$ cat config.mk
export PLATFORM = sky130hd
export DESIGN_NAME = cps_mem_top
export DESIGN_NICKNAME = d
export VERILOG_FILES = /design/src/design/cps_mem_pkg.sv /design/src/design/cps_mem_top.sv /design/src/design/cps_rom_loader.sv /design/src/design/cps_slot_mux.sv
export VERILOG_INCLUDE_DIRS = /design/src /design/src/design
export SDC_FILE = /design/constraint.sdc
export NUM_CORES = 1
export LEC_CHECK = 0
export CAP_MARGIN = 15
export CORE_AREA = 8 8 131 133
export DETAILED_ROUTE_END_ITERATION = 16
export DIE_AREA = 0 0 139 141
export DONT_BUFFER_PORTS = 1
export PLACE_DENSITY_LB_ADDON = 0.25
export SLEW_MARGIN = 40
export SYNTH_ARGS = -nofsm -noshare
export SYNTH_HDL_FRONTEND = slang
export SYNTH_SLANG_ARGS = --single-unit
$ cat constraint.sdc
create_clock -name VB -period 5.1 [get_ports VB]
set_clock_uncertainty 0.2 [all_clocks]
set_input_delay 1.275 -clock VB [delete_from_list [all_inputs] [get_ports VB]]
set_output_delay 1.275 -clock VB [all_outputs]
set_load 0.01 [all_outputs]
$ cat src/design/cps_mem_consts.svh
// Shared constants for the CPS memory side
// Offsets are SDRAM word addresses, download boundaries are byte addresses
// Region sizes are not checked, a ROM set larger than its region
// overlaps the next one in SDRAM
`ifndef CPS_MEM_CONSTS_SVH
`define CPS_MEM_CONSTS_SVH

// Bus widths
`define CPS_ADDR_W 22
`define CPS_DATA_W 16
`define CPS_READ_W 32

// Client slots on the SDRAM port
`define CPS_SLOTS 4

// Word offsets inside each bank
`define CPS_CPU_OFFSET   22'h00_0000
`define CPS_SND_OFFSET   22'h00_0000
`define CPS_ADPCM_OFFSET 22'h01_0000
`define CPS_RAM_OFFSET   22'h20_0000
`define CPS_VRAM_OFFSET  22'h30_0000
`define CPS_GFX_OFFSET   22'h00_0000

// Download byte boundaries, CPU ROM sits below the sound start
`define CPS_SND_START   25'h040_0000
`define CPS_ADPCM_START 25'h041_0000
`define CPS_GFX_START   25'h045_0000

// Banks
`define CPS_BANK_CPU 2'd1
`define CPS_BANK_SND 2'd0
`define CPS_BANK_GFX 2'd2

`endif

$ cat src/design/cps_mem_pkg.sv
// Types shared by the loader, the slot multiplexer and the top level
// Field widths come from the constants header
`include "cps_mem_consts.svh"

package cps_mem_pkg;

    // Slot multiplexer FSM
    typedef enum logic [1:0] {
        MUX_IDLE,
        MUX_REQ,
        MUX_WAIT,
        MUX_DONE
    } mux_state_t;

    // Download writer FSM
    typedef enum logic {
        LOAD_IDLE,
        LOAD_WRITE
    } load_state_t;

    // Download regions in byte address order
    typedef enum logic [1:0] {
        REGION_CPU,
        REGION_SND,
        REGION_ADPCM,
        REGION_GFX
    } load_region_t;

    // One client request, wrmask is active low
    typedef struct packed {
        logic                   cs;
        logic                   we;
        logic                   vram;
        logic [`CPS_ADDR_W-1:0] addr;
        logic [`CPS_DATA_W-1:0] din;
        logic [1:0]             wrmask;
    } slot_req_t;

    // Command towards the SDRAM controller
    typedef struct packed {
        logic                   req;
        logic [`CPS_ADDR_W-1:0] addr;
        logic [1:0]             bank;
        logic                   rnw;
        logic [1:0]             wrmask;
        logic [`CPS_DATA_W-1:0] data;
    } sdram_cmd_t;

    // One byte write from the ROM download
    typedef struct packed {
        logic                   we;
        logic [`CPS_ADDR_W-1:0] addr;
        logic [7:0]             data;
        logic [1:0]             mask;
        logic [1:0]             bank;
    } prog_wr_t;

endpackage

$ cat src/design/cps_mem_top.sv
// Memory side of the arcade board
// The ROM download writer and the slot multiplexer share one sdram_ack,
// the environment acknowledges prog_wr during download and sdram_cmd
// otherwise
// No latency is added on top of the two blocks
`include "cps_mem_consts.svh"

module cps_mem_top import cps_mem_pkg::*; (
    input  logic                          VB,
    input  logic                          rst,
    input  logic                          downloading,
    // ROM download
    input  logic [24:0]                   ioctl_addr,
    input  logic [7:0]                    ioctl_data,
    input  logic                          ioctl_wr,
    // Clients
    input  slot_req_t [`CPS_SLOTS-1:0]    slots,
    // SDRAM controller
    input  logic                          sdram_ack,
    input  logic                          data_rdy,
    input  logic [`CPS_READ_W-1:0]        data_read,
    output prog_wr_t                      prog_wr,
    output sdram_cmd_t                    sdram_cmd,
    output logic [`CPS_SLOTS-1:0]         slot_ok,
    output logic [`CPS_READ_W-1:0]        slot_dout
);

    cps_rom_loader loader_i (
        .VB          (VB),
        .rst         (rst),
        .downloading (downloading),
        .ioctl_addr  (ioctl_addr),
        .ioctl_data  (ioctl_data),
        .ioctl_wr    (ioctl_wr),
        .sdram_ack   (sdram_ack),
        .prog_wr     (prog_wr)
    );

    // Client side and command side of the SDRAM port
    cps_slot_mux mux_i (
        .VB          (VB),
        .rst         (rst),
        .downloading (downloading),
        .slots       (slots),
        .sdram_ack   (sdram_ack),
        .data_rdy    (data_rdy),
        .data_read   (data_read),
        .sdram_cmd   (sdram_cmd),
        .slot_ok     (slot_ok),
        .slot_dout   (slot_dout)
    );

endmodule

$ cat src/design/cps_rom_loader.sv
// ROM download writer
// The loader must not issue ioctl_wr again before prog_wr.we has dropped,
// a byte arriving during a pending write is lost
// Bytes seen while downloading is low are ignored
`include "cps_mem_consts.svh"

module cps_rom_loader import cps_mem_pkg::*; (
    input  logic        VB,
    input  logic        rst,
    input  logic        downloading,
    input  logic [24:0] ioctl_addr,
    input  logic [7:0]  ioctl_data,
    input  logic        ioctl_wr,
    input  logic        sdram_ack,
    output prog_wr_t    prog_wr
);

    load_state_t            state;
    load_region_t           region;
    logic [24:0]            region_start;
    logic [`CPS_ADDR_W-1:0] region_offset;
    logic [1:0]             region_bank;
    logic [24:0]            rel_addr;
    logic                   start_wr;
    logic [`CPS_ADDR_W-1:0] addr_q;
    logic [7:0]             data_q;
    logic [1:0]             mask_q;
    logic [1:0]             bank_q;

    // Highest boundary first
    always_comb begin
        if (ioctl_addr >= `CPS_GFX_START) begin
            region = REGION_GFX;
        end else if (ioctl_addr >= `CPS_ADPCM_START) begin
            region = REGION_ADPCM;
        end else if (ioctl_addr >= `CPS_SND_START) begin
            region = REGION_SND;
        end else begin
            region = REGION_CPU;
        end
    end

    always_comb begin
        case (region)
            REGION_SND: begin
                region_start  = `CPS_SND_START;
                region_offset = `CPS_SND_OFFSET;
                region_bank   = `CPS_BANK_SND;
            end
            REGION_ADPCM: begin
                region_start  = `CPS_ADPCM_START;
                region_offset = `CPS_ADPCM_OFFSET;
                region_bank   = `CPS_BANK_SND;
            end
            REGION_GFX: begin
                region_start  = `CPS_GFX_START;
                region_offset = `CPS_GFX_OFFSET;
                region_bank   = `CPS_BANK_GFX;
            end
            default: begin
                region_start  = 25'd0;
                region_offset = `CPS_CPU_OFFSET;
                region_bank   = `CPS_BANK_CPU;
            end
        endcase
    end

    assign rel_addr = ioctl_addr - region_start;
    assign start_wr = (state == LOAD_IDLE) && downloading && ioctl_wr;

    always_ff @(posedge VB) begin
        if (rst) begin
            state <= LOAD_IDLE;
        end else if (start_wr) begin
            state <= LOAD_WRITE;
        end else if (state == LOAD_WRITE && sdram_ack) begin
            state <= LOAD_IDLE;
        end
    end

    // Payload, region starts are even so bit 0 gives the byte lane
    always_ff @(posedge VB) begin
        if (start_wr) begin
            addr_q <= rel_addr[`CPS_ADDR_W:1] + region_offset;
            data_q <= ioctl_data;
            mask_q <= ioctl_addr[0] ? 2'b01 : 2'b10;
            bank_q <= region_bank;
        end
    end

    always_comb begin
        prog_wr.we   = (state == LOAD_WRITE);
        prog_wr.addr = addr_q;
        prog_wr.data = data_q;
        prog_wr.mask = mask_q;
        prog_wr.bank = bank_q;
    end

endmodule

$ cat src/design/cps_slot_mux.sv
// SDRAM slot multiplexer for four clients
// Slot 0 CPU ROM, 1 RAM/VRAM, 2 graphics ROM, 3 sound ROM
// Fixed priority with the lowest index first, one access in flight
// Clients hold cs and their fields until slot_ok, only slot 1 may write
// No new grant is made while downloading
`include "cps_mem_consts.svh"

module cps_slot_mux import cps_mem_pkg::*; (
    input  logic                          VB,
    input  logic                          rst,
    input  logic                          downloading,
    input  slot_req_t [`CPS_SLOTS-1:0]    slots,
    input  logic                          sdram_ack,
    input  logic                          data_rdy,
    input  logic [`CPS_READ_W-1:0]        data_read,
    output sdram_cmd_t                    sdram_cmd,
    output logic [`CPS_SLOTS-1:0]         slot_ok,
    output logic [`CPS_READ_W-1:0]        slot_dout
);

    localparam int IDX_W = $clog2(`CPS_SLOTS);

    mux_state_t             state;
    logic [`CPS_SLOTS-1:0]  cs_vec;
    logic                   grant_any;
    logic [IDX_W-1:0]       grant_idx;
    logic [IDX_W-1:0]       sel;
    slot_req_t              granted;
    logic [`CPS_ADDR_W-1:0] cmd_addr;
    logic [1:0]             cmd_bank;
    logic                   cmd_rnw;
    logic [1:0]             cmd_wrmask;
    logic [`CPS_DATA_W-1:0] cmd_data;

    function automatic logic [`CPS_ADDR_W-1:0] slot_offset(
        input logic [IDX_W-1:0] idx,
        input logic             vram
    );
        case (idx)
            2'd0:    slot_offset = `CPS_CPU_OFFSET;
            2'd1:    slot_offset = vram ? `CPS_VRAM_OFFSET : `CPS_RAM_OFFSET;
            2'd2:    slot_offset = `CPS_GFX_OFFSET;
            default: slot_offset = `CPS_SND_OFFSET;
        endcase
    endfunction

    // RAM/VRAM and sound share bank 0
    function automatic logic [1:0] slot_bank(input logic [IDX_W-1:0] idx);
        case (idx)
            2'd0:    slot_bank = `CPS_BANK_CPU;
            2'd2:    slot_bank = `CPS_BANK_GFX;
            default: slot_bank = `CPS_BANK_SND;
        endcase
    endfunction

    // Lowest index wins, so scan from the top down
    always_comb begin
        for (int i = 0; i < `CPS_SLOTS; i++) begin
            cs_vec[i] = slots[i].cs;
        end
        grant_idx = '0;
        for (int i = `CPS_SLOTS - 1; i >= 0; i--) begin
            if (cs_vec[i]) begin
                grant_idx = IDX_W'(i);
            end
        end
    end

    assign grant_any = |cs_vec;
    assign granted   = slots[grant_idx];

    always_ff @(posedge VB) begin
        if (rst) begin
            state <= MUX_IDLE;
        end else begin
            case (state)
                MUX_IDLE: begin
                    if (grant_any && !downloading) begin
                        state <= MUX_REQ;
                    end
                end
                MUX_REQ: begin
                    if (sdram_ack) begin
                        state <= MUX_WAIT;
                    end
                end
                MUX_WAIT: begin
                    if (data_rdy) begin
                        state <= MUX_DONE;
                    end
                end
                default: state <= MUX_IDLE;
            endcase
        end
    end

    // Command fields latched at grant time
    always_ff @(posedge VB) begin
        if (state == MUX_IDLE && grant_any && !downloading) begin
            sel        <= grant_idx;
            cmd_addr   <= granted.addr + slot_offset(grant_idx, granted.vram);
            cmd_bank   <= slot_bank(grant_idx);
            cmd_rnw    <= !(granted.we && grant_idx == 2'd1);
            cmd_wrmask <= granted.wrmask;
            cmd_data   <= granted.din;
        end
    end

    // Write completion also captures the bus, the client ignores it
    always_ff @(posedge VB) begin
        if (state == MUX_WAIT && data_rdy) begin
            slot_dout <= data_read;
        end
    end

    always_comb begin
        sdram_cmd.req    = (state == MUX_REQ);
        sdram_cmd.addr   = cmd_addr;
        sdram_cmd.bank   = cmd_bank;
        sdram_cmd.rnw    = cmd_rnw;
        sdram_cmd.wrmask = cmd_wrmask;
        sdram_cmd.data   = cmd_data;
    end

    always_comb begin
        slot_ok = '0;
        if (state == MUX_DONE) begin
            slot_ok[sel] = 1'b1;
        end
    end

endmodule

# Word-level counts from Yosys, hierarchy flattened

Index checks and enable logic that the tools add are counted.

Register bits after elaboration: 114
Input port bits: 243
Logic and storage cells: 77
Output and inout bits: 115

Equality and inequality tests: 11
Add/sub/neg operators: 3
Reduce and logical (&&, ||, !) cells: 17
Mux-type cells: 26
Bitwise gates (word level): 1
$lt $le $gt $ge: 6

Operator list:

| operator               | count |
|---|---|
| $bmux W43 S2           | 1 |
| $ge A25 B23 Y1 const B | 3 |
| $pmux W23 S3           | 1 |
| $mux W22               | 2 |
| $mux W42               | 1 |
| $sub A23 B23 Y23       | 1 |
| $add A22 B17 Y22       | 1 |
| $add A22 B22 Y22       | 1 |
| $mux W21               | 1 |
| $mux W2                | 10 |
| $mux W17               | 1 |
| $eq A2 B2 Y1 const B   | 5 |
| $logic_and A1 B1 Y1    | 9 |
| $pmux W2 S2            | 2 |
| $eq A2 B1 Y1 const B   | 3 |
| $lt A2 B3 Y1 const B   | 2 |
| $pmux W2 S3            | 1 |
| $logic_not A2 Y1       | 2 |
| $mux W1                | 4 |
| $mux W4                | 1 |
| $ne A2 B2 Y1 const B   | 2 |
| $reduce_or A4 Y1       | 1 |
| $reduce_and A3 Y1      | 1 |
| $demux W1 S2           | 1 |
| other kinds (6)        | 7 |

# Logic depth before layout (Yosys ltp)

Gate-level depths: netlist of run 1.

Depth in word-level cells: 10
Depth in mapped cells: 12
Depth with buffers taken out: 12

# By module

A second synthesis of run 1 with hierarchy kept.

Cell total of the unflattened synthesis: 338
Area, all modules: 5,297.6 µm²

Modules (own cells, without submodules):

| module         | seq. area each (µm²) | area an instance (µm²) | times used | cells an instance |
|---|---|---|---|---|
| cps_slot_mux   | 2,352.3              | 3,925.0                | 1          | 253 |
| cps_rom_loader | 1,041.0              | 1,372.6                | 1          | 85 |

# Least setup slack after synthesis of run 1

Ideal clock, no wire load.

Path kind: input -> register
From: in slots[42] (netlist name)
To: reg mux_i.cmd_addr[0] (enable)
Arrival time: 4.648 ns
Path buffers: 0
Data required time: 4.387 ns
Path slack: -0.262 ns
Setup time: 0.513 ns
Stages: 2
Cells stage by stage: nor4_1 nor3b_1

Longest elaborated chain between the ends: 3

Ends and longest elaborated chain:

| element                           | RTL line            | text |
|---|---|---|
| start: declaration                | cps_mem_top.sv:17   | `` input slot_req_t [`CPS_SLOTS-1:0] slots, `` |
| $reduce_or A4 Y1                  | cps_slot_mux.sv:69  | `assign grant_any = \|cs_vec;` |
| $logic_and A1 B1 Y1 (2 in series) | cps_slot_mux.sv:99  | `if (state == MUX_IDLE && grant_any && !downloading) begin` |
| end signal: assignment            | cps_slot_mux.sv:101 | `cmd_addr <= granted.addr + slot_offset(grant_idx, granted.vram);` |
| end: declaration                  | cps_slot_mux.sv:29  | `` logic [`CPS_ADDR_W-1:0] cmd_addr; `` |

Every way passes these cells.
A chain may end at the register's enable or synchronous reset.

# Final worst setup path of run 1

From: in ioctl_addr[23]
To: reg loader_i.addr_q[21] (data pin)

Longest elaborated chain between the ends: 8
Elaborated cells between the ends (all ways): 13
Classes of those cells: add/sub: 2; order compare: 3; eq/ne: 3; mux: 5

Ends and longest elaborated chain:

| element                                             | RTL line             | text |
|---|---|---|
| start: declaration                                  | cps_mem_top.sv:13    | `input logic [24:0] ioctl_addr,` |
| $ge A25 B23 Y1 (no line)                            | n/a                  |  |
| $mux W1                                             | cps_rom_loader.sv:36 | `` end else if (ioctl_addr >= `CPS_SND_START) begin `` |
| $mux W2                                             | cps_rom_loader.sv:34 | `` end else if (ioctl_addr >= `CPS_ADPCM_START) begin `` |
| $mux W2 *                                           | cps_rom_loader.sv:32 | `` if (ioctl_addr >= `CPS_GFX_START) begin `` |
| $eq A2 B2 Y1 / $eq A2 B1 Y1 (equally long branches) | cps_rom_loader.sv:44 | `case (region)` |
| $pmux W23 S3                                        | cps_rom_loader.sv:44 |  |
| $sub A23 B23 Y23                                    | cps_rom_loader.sv:68 | `assign rel_addr = ioctl_addr - region_start;` |
| $add A22 B17 Y22 *                                  | cps_rom_loader.sv:84 | `` addr_q <= rel_addr[`CPS_ADDR_W:1] + region_offset; `` |
| end signal: assignment                              | cps_rom_loader.sv:84 |  |
| end: declaration                                    | cps_rom_loader.sv:25 | `` logic [`CPS_ADDR_W-1:0] addr_q; `` |

Every way passes the cells marked *; elsewhere a longest branch is shown, timed or not.

==> impl.org, run 1 <==
** Run status
- Run status :: finished clean

** Layout
- Fill cells :: roughly 1300
- Fraction of final layout cells with drive strength greater than 1 :: 32.9%
- The multi-input combinational cells in the finished layout cover a total of 1490 sq um.
- The sequential cells in the finished layout cover a total of roughly 3400 sq um.
- The net count of the finished layout is 521.
- Layout overhead on the synthesized area :: 16.7%
- Once layout is complete, the utilization of the core stands at 38.8%.
- The library cell used most frequently in the layout, excluding fill and tap cells, is edfxtp_1.
- The number of antenna diodes in the final layout is 0.
- Most frequent cells in the layout :: 111 x edfxtp_1, 40 x mux4_2, 17 x clkbuf_16

** Global routing
- Global routing consumed, over all layers together, 14.8% of the routing resources.
- Overflow left after global routing :: 0
- Initial antenna violation count :: 1
- Number of global-route vias before repair :: ~2800
- The first global-routing pass estimated 20.6 mm of wire.
- Pin count of the biggest net entering global routing :: 46

** Clocking
- Clock-pin slew on the worst setup and hold paths :: 0.05 ns
- The tree is rooted in a clkbuf_16.
- Number of buffers inserted during clock tree synthesis :: 17
- After clock tree synthesis, the setup repair step added 0 buffers.
- The number of gates resized after CTS was 0.
- The later pin in the worst-skew pair is clocked with a latency of 0.41 ns.
- CTS saw 114 sinks.
- For this design, the CTS-stage hold fixing added 0 buffers.
- Clock tree from TritonCTS :: built
- The H-tree was split into 4 levels.
- Max Buffers Root-to-Sink :: 2

** STA
- Setup violations remaining at the end of the flow were counted as 0.
- Worst Tran Pin Value :: 0.779 ns
- Setup repair after global routing left no endpoint under its margin.
- Count of final hold-check violations :: 0
- FMAX :: 272 MHz
- After routing, the total negative slack on setup checks comes to 0 ns.
- The count of final max-slew check failures was 0.
- Slew headroom :: slightly below 50%
- Counting I/O delays and the setup requirement, the final critical path takes ~3.7 ns.
- Final worst path period share :: 72.1%

** Critical path
- Maximum single-stage delay on the critical path :: around 0.49 ns
- Worst Path Required :: 5.05 ns
- By instance count, the cell type seen most on the critical path is ha_1.
- The endpoint identified for the worst register-to-register timing path is mux_i.slot_dout[12].
- The most critical setup path has its endpoint at loader_i.addr_q[21].
- For the worst flop-to-flop path, the logic depth is 4.
- Traced cell by cell, the critical path runs through or2_1, or4_1, nor2b_1, nor2_1, ha_1, ha_1, inv_1, ha_1, and2_4, a2111oi_2, o21bai_2, xor2_1.
- Critical path buffer and inverter count :: 1
- For this design, the slowest cell found on the critical path is or4_1.
- Critical-path maximum fanout :: 4
- Counting buffers and inverters, the worst setup path is 12 cells deep.
- The worst register-to-register path begins at mux_i.state[0].
- The worst setup path is launched from a primary input.
- On the critical path the largest part of the delay comes from simple AND/OR/NAND/NOR gates.
- The setup path with the least slack is of type primary input to flip-flop.
- Crit path from :: ioctl_addr[23]
- R2r setup slk :: 2.97 ns
- At the worst endpoint, the arrival time is 3.63 ns.
- The worst setup path is captured at a flip-flop.

** Placed design
- Final RePlAce weighted congestion :: between 0.7 and 0.8
- Detailed placer's ending HPWL :: 12.1 mm
- During placement, the flow inserted port buffers numbering 0.

** Floorplan
- Effective utilization at floorplan :: 33.2%
- Core Region :: 15000 sq um
- In this run the core area contains 45 standard-cell rows.
- In this run the vertical extent of the chip is 141 um.
- Die Span X :: 139 um
- Die area :: 19600 sq um
- Num ports :: approximately 360

** Logic synthesis
- Synthesized cell area :: 4980 sq um
- Summing the sequential cell areas from Yosys gives about two thirds of the chip area.
- XOR/XNOR share of the synthesized area :: 1.58%
- For this run, the leading register cell type out of synthesis is edfxtp_1.
- Yosys printed 0 warnings.
- Area share of fa/ha/maj cells after synthesis :: under 10%
- In the synthesized netlist, mux cells make up between 10% and 20% of the area.
- Simple-gate share of the synthesized area :: 4.27%
- Of all flip-flops after synthesis, the portion carrying an async set or reset was 0%.
- Counting every net in the synthesized netlist gives 504.
- Number of flip-flops and latches in the synthesized netlist :: 114
- EDFF count, synth :: between 100 and 150
- Mean instance size in the synthesized netlist :: 19.9 sq um
- After synthesis, the largest family of logic cells by area is multiplexers.
- Number of instances in the synthesized netlist :: 250
- Summing the areas of all compound-gate instances in the mapped netlist gives between 2 and 2.5% of the synthesized area.
- Counting distinct cell types in the post-synthesis netlist gives 41.

** Flow run
- Max-cap violations :: 0

** Routing
- Met1 layer wirelength in the final routing :: between 4 and 5 mm
- After detailed routing, the number of vias per cell comes to 5.34.
- After detailed routing, the number of remaining DRC violations is 0.
- After detailed routing, the met2 layer carries 7.62 mm of wire.
- Highest layer used for signal routing :: met5
- Wire length reported by the detailed router :: about 15 mm
- Detailed-router iteration count before antenna repair :: 4
- In this run the remaining antenna-violating nets after routing total 0.
- Detailed routing inserted a total of approximately 2500 vias.
- Drt first-iter violations :: 88
- Amount of wire on met3 after detailed routing :: 2.22 mm
- In the final routed layout, each cell accounts on average for around 31 um.

** Pwr
- Power density relative to cell area :: 471 nW/um^2
- Summed over all cells, the static leakage comes to 1.89 nW.
- IR Drop Worst-Case VDD :: 0.287 mV

** Worst hold path
- Hold crit path type :: flip-flop to flip-flop
==> synthesized netlist by cell type (2+ instances only) <==
cell type | n | area share [%]
dfxtp_1 | 3 | 1.2
nand2_1 | 5 | 0.38
xnor2_1 | 7 | 1.2
nor2b_1 | 4 | 0.50
inv_1 | 12 | 0.90
and2_1 | 2 | 0.25
nor3_1 | 2 | 0.20
xor2_1 | 2 | 0.35
ha_1 | 11 | 2.8
a21oi_1 | 3 | 0.30
nor4_1 | 2 | 0.25
buf_6 | 4 | 0.90
nor2_1 | 11 | 0.83
nor3b_1 | 2 | 0.30
mux4_2 | 40 | 18
buf_2 | 4 | 0.40
buf_4 | 2 | 0.30
edfxtp_1 | 111 | 67
==> stage by stage <==
step	setup slack, ns	instance area, sq um	hold WS, ns	power (W)	cells
2_1_floorplan	1.23	4980	0.276	0.00157	250
3_3_place_gp	1.08	5200	0.301	0.00166	433
3_5_place_dp	1.04	5250	0.319	0.00167	436
4_1_cts	1.47	5810	0.330	0.00279	468
5_1_grt	1.35	5810	0.357	0.00287	468
6_report	1.43	5810	0.327	0.00274	468
==> kinds of logic (layout without fill, tap and decap cells) <==
kind of cell | after synthesis | after routing
xor+xnor | 9 | 9
buf+inv | 23 | 53
flops | 114 | 114
compound gates | 14 | 14
fa+ha+maj | 11 | 11
mux | 41 | 41
simple gates | 38 | 38
==> cell type report <==
type                            count  share of cell area [%]
Clock buffer                       17                    7.32
Tap cell                          188                    4.05
Sequential cell                   114                    58.4
Multi-Input combinational cell    113                    25.6
Timing Repair Buffer                8                    1.51
Clock inverter                     15                    2.30
Inverter                           13                   0.840
==> sequential cells by signal, indices dropped and copies added, names as in the netlist <==
name	count
loader_i.mask_q	2
mux_i.slot_dout	32
loader_i.addr_q	22
mux_i.cmd_bank	2
mux_i.cmd_addr	22
loader_i.data_q	8
loader_i.state	1
mux_i.state	2
mux_i.cmd_rnw	1
mux_i.cmd_data	16
mux_i.sel	2
mux_i.cmd_wrmask	2
loader_i.bank_q	2
==> worst min-delay path, stage by stage, from the launching register on <==
cell and delay [ns]:
dfxtp_1 0.35, nand2_1 0.08, a21oi_1 0.05
==> power breakdown <==
| group | switching [W] | internal [W] | total [W] |
|---|---|---|---|
| registers | 0.000142 | 0.00123 | 0.00137 |
| logic | 0.000157 | 0.000116 | 0.000273 |
| clock network | 0.000424 | 0.000671 | 0.00110 |
==> how the worst min path moves through the flow <==
| stage | start | to | slack, ns | cells after the start |
|---|---|---|---|---|
| after floorplan | mux_i.state[0] | mux_i.state[0] | 0.28 | 2 |
| after global placement | mux_i.state[0] | mux_i.state[0] | 0.30 | 2 |
| after detailed placement | mux_i.state[0] | mux_i.state[0] | 0.32 | 2 |
| after CTS | mux_i.state[0] | mux_i.state[0] | 0.33 | 2 |
| after global routing | mux_i.state[0] | mux_i.state[0] | 0.36 | 2 |
| final | mux_i.state[0] | mux_i.state[0] | 0.33 | 2 |
==> per-layer routing <==
metal	global-route usage, %	vias to the layer above
met4	6.07	2
met1	13.1	1202
li1	-	1058
met3	10.4	14
met5	0	-
met2	25.7	225
No activity file was read; power rests on OpenSTA's default activity.
==> run 2: changes to the inputs <==
Clock period 5.1 ns to 3.4 ns, I/O delays scaled along.
==> run 2 against run 1 <==
Highest routed layer unchanged; count of clock-buffer cells in the layout stayed put; largest power group unchanged; combinational power grew 56%; critical path depth is the same; worst hold slack worse by 0.017 ns; register-to-register slack got worse by 1.5 ns; critical endpoint unchanged; die area stayed put; first-iteration DRC count increased by 43%; sequential power grew 50%; sequential share of layout area down 0.71 points; non-clock buffer count is 8 higher.
==> impl.org, run 2 (same netlist as run 1, synthesis figures left out) <==
** Run status
- The flow ran to the end, and the final reports show no timing, DRC or antenna violations.

** Routing
- DRC violation count after routing :: 0
- Drt first-iter violations :: 126
- Wire length per cell after detailed routing :: 31.0 um
- Summed over all layers, the routed wires come to 14.7 mm.
- Total via count after detailed routing :: 2551
- Detailed routing placed a total of 2.38 mm of wire on met3.
- Via-to-Cell Ratio :: ~5.4
- Highest layer used for signal routing :: met5
- Before antenna repair, the detailed router went through 6 iterations.
- Summed over all nets, wire length on met2 after detailed routing comes to ~7.6 mm.
- The count of nets left with antenna violations once routing finished came out at 0.
- Met1 layer wirelength in the final routing :: 4.60 mm

** Floorplan
- Y dimension of the die :: 141 um
- Effective utilization at floorplan :: 33.2%
- Num ports :: 358
- # rows :: 45
- Die Span X :: between 100 and 150 um
- Die area :: 19600 sq um
- The core region is 15000 sq um.

** Layout
- Leaving out fill and tap cells, the most frequent cells in the layout are 111 x edfxtp_1, 40 x mux4_2, 17 x clkbuf_16.
- Footprint of the multi-input gates :: 1490 sq um
- Leading cell type in the layout, fill and taps excluded :: edfxtp_1
- After the flow finishes, the layout carries non-filler instances totaling 476.
- Final Net Count :: 529
- Fill cells :: 1314
- The finished cells cover 5880 sq um.
- Core Util, Final :: 39.3%
- mux_i.slot_dout holds more flip-flops than any other register.
- From synthesis to final layout, the design area changed by 18.2%.
- In the final layout, the registers with the most flip-flops are mux_i.slot_dout x32, loader_i.addr_q x22, mux_i.cmd_addr x22.
- The number of antenna diodes in the final layout is 0.
- Area used by sequential logic in the layout :: 3390 sq um
- Fraction of final layout cells with drive strength greater than 1 :: 35.4%
- Flip-flop count of the largest register, all copies and words added :: 32

** Global routing
- Number of global-route vias before repair :: approximately 2900
- Global routing used 14.9% of the available tracks.
- Overflow left after global routing :: 0
- Pin count of the biggest net entering global routing :: 42
- The initial antenna violation count came to 4.
- The first global-routing pass estimated 20.9 mm of wire.

** Placed design
- The number of placed instances, taps included, is 444.
- Buffers placed on the I/O ports in this run total 0.
- Detailed placer's ending HPWL :: 12.3 mm
- Final RePlAce weighted congestion :: between 0.7 and 0.8
- The placed instances occupy a cell area of 5300 sq um.

** Pwr
- IR Drop Worst-Case VDD :: ~0.33 mV
- Power, Total :: 0.00422 W
- Power density relative to cell area :: 718 nW/um^2
- Summed over all cells, the static leakage comes to 1.94 nW.

** STA
- For the pin with the worst max-slew slack, the measured transition is about 0.48 ns.
- Max Transition Viols Final :: 0
- Final Critical Period :: just over 3 ns
- Across all hold checks on the routed design, the worst slack comes to 0.310 ns.
- Final worst path period share :: around nine tenths
- Count of final hold-check violations :: 0
- Setup violations remaining at the end of the flow were counted as 0.
- Timing would allow up to approximately 330 MHz.
- RSZ-0062 raised after global routing :: no
- In this run the tightest slew margin relative to its limit is 67.8%.

** Clocking
- Number of levels the H-tree was split into :: 4
- Counting every sink on the clock net gives 114.
- Counting along the longest clock path gives a buffer depth of 2.
- Clk Tree Root Cell :: clkbuf_16
- In this run, CTS created clock tree buffers numbering 17.
- Number of resized instances in the post-cts repair step :: 0
- Buffers inserted to repair hold after CTS numbered 0.
- TritonCTS built the clock tree.
- Latest clock arrival within the worst-skew pair :: roughly 0.4 ns
- Clock-pin slew was measured on the worst setup and hold paths at 0.06 ns.
- Post-CTS Setup Bufs :: 0

** Worst hold path
- For hold timing, the worst endpoint is mux_i.state[0].
- In this run the most critical hold path is launched from rst.
- Number of instances on the worst hold path :: 1
- Hold crit path type :: primary input to flip-flop

** Critical path
- Critical path launch point type :: primary input
- The startpoint identified for the worst register-to-register timing path is mux_i.state[1].
- Along the worst path, the maximum fanout reaches 2.
- Setup crit end kind :: flip-flop
- Crit path from :: ioctl_addr[23]
- By startpoint and endpoint, the worst setup path is classified as primary input to flip-flop.
- R2r setup slk :: between 1 and 1.5 ns
- STA puts the critical path data required time at 3.35 ns.
- The worst register-to-register path ends at mux_i.sel[0].
- Count of cells along the worst register-to-register path :: 4
- Data arrives at the worst endpoint at 3.03 ns.

** Flow run
- Max-cap violations :: 0
## run 2: cell types whose count changed in the layout (fill, tap and decap cells not counted), sizes merged
cell / before / now
clkinvlp: 3 / 2
buf: 8 / 16
inv: 16 / 23
clkinv: 8 / 2
## run 2: how the worst max path moves through the flow
stage,to,slack (ns),cells after the start
CTS,loader_i.addr_q[21],0.33,12
floorplan,loader_i.addr_q[21],0.004,12
detailed placement,loader_i.addr_q[21],-0.10,12
finish,loader_i.addr_q[21],0.33,12
global placement,loader_i.addr_q[21],-0.08,12
global route,loader_i.addr_q[21],0.19,12
## run 2: cell type report
cell class | instances | share of cell area, %
clock inverter | 15 | 2.76
tap | 188 | 4.00
timing repair buffer | 16 | 2.25
sequential | 114 | 57.7
multi-input combinational | 113 | 25.2
clock buffer | 17 | 7.23
inverter | 13 | 0.829
## run 2: worst max-delay path, stage by stage
cell and delay (ns):
or2_4 0.23, or4_4 0.43, nor2b_1 0.12, nor2_1 0.05, ha_2 0.17, ha_1 0.26, inv_1 0.04, ha_1 0.19
and2_4 0.15, a2111oi_2 0.27, o21bai_2 0.18, xor2_1 0.08
## run 2: per-stage QoR
stage | TNS [ns] | setup slack [ns]
after global placement | -0.123 | -0.0771
after CTS | 0 | 0.333
after detailed placement | -0.156 | -0.102
after global routing | 0 | 0.192
final | 0 | 0.330
after floorplan | 0 | 0.00377
## run 2: where the power goes
| part | total (W) | switching (W) | internal (W) |
|---|---|---|---|
| sequential | 0.00206 | 0.000214 | 0.00184 |
| clock | 0.00174 | 0.000699 | 0.00104 |
| combinational | 0.000427 | 0.000241 | 0.000186 |
## run 2: metal layers
layer | GRT usage (%) | vias up
met2 | 25.0 | 233
li1 | - | 1074
met5 | 0 | -
met3 | 11.6 | 18
met4 | 4.51 | 8
met1 | 13.6 | 1218
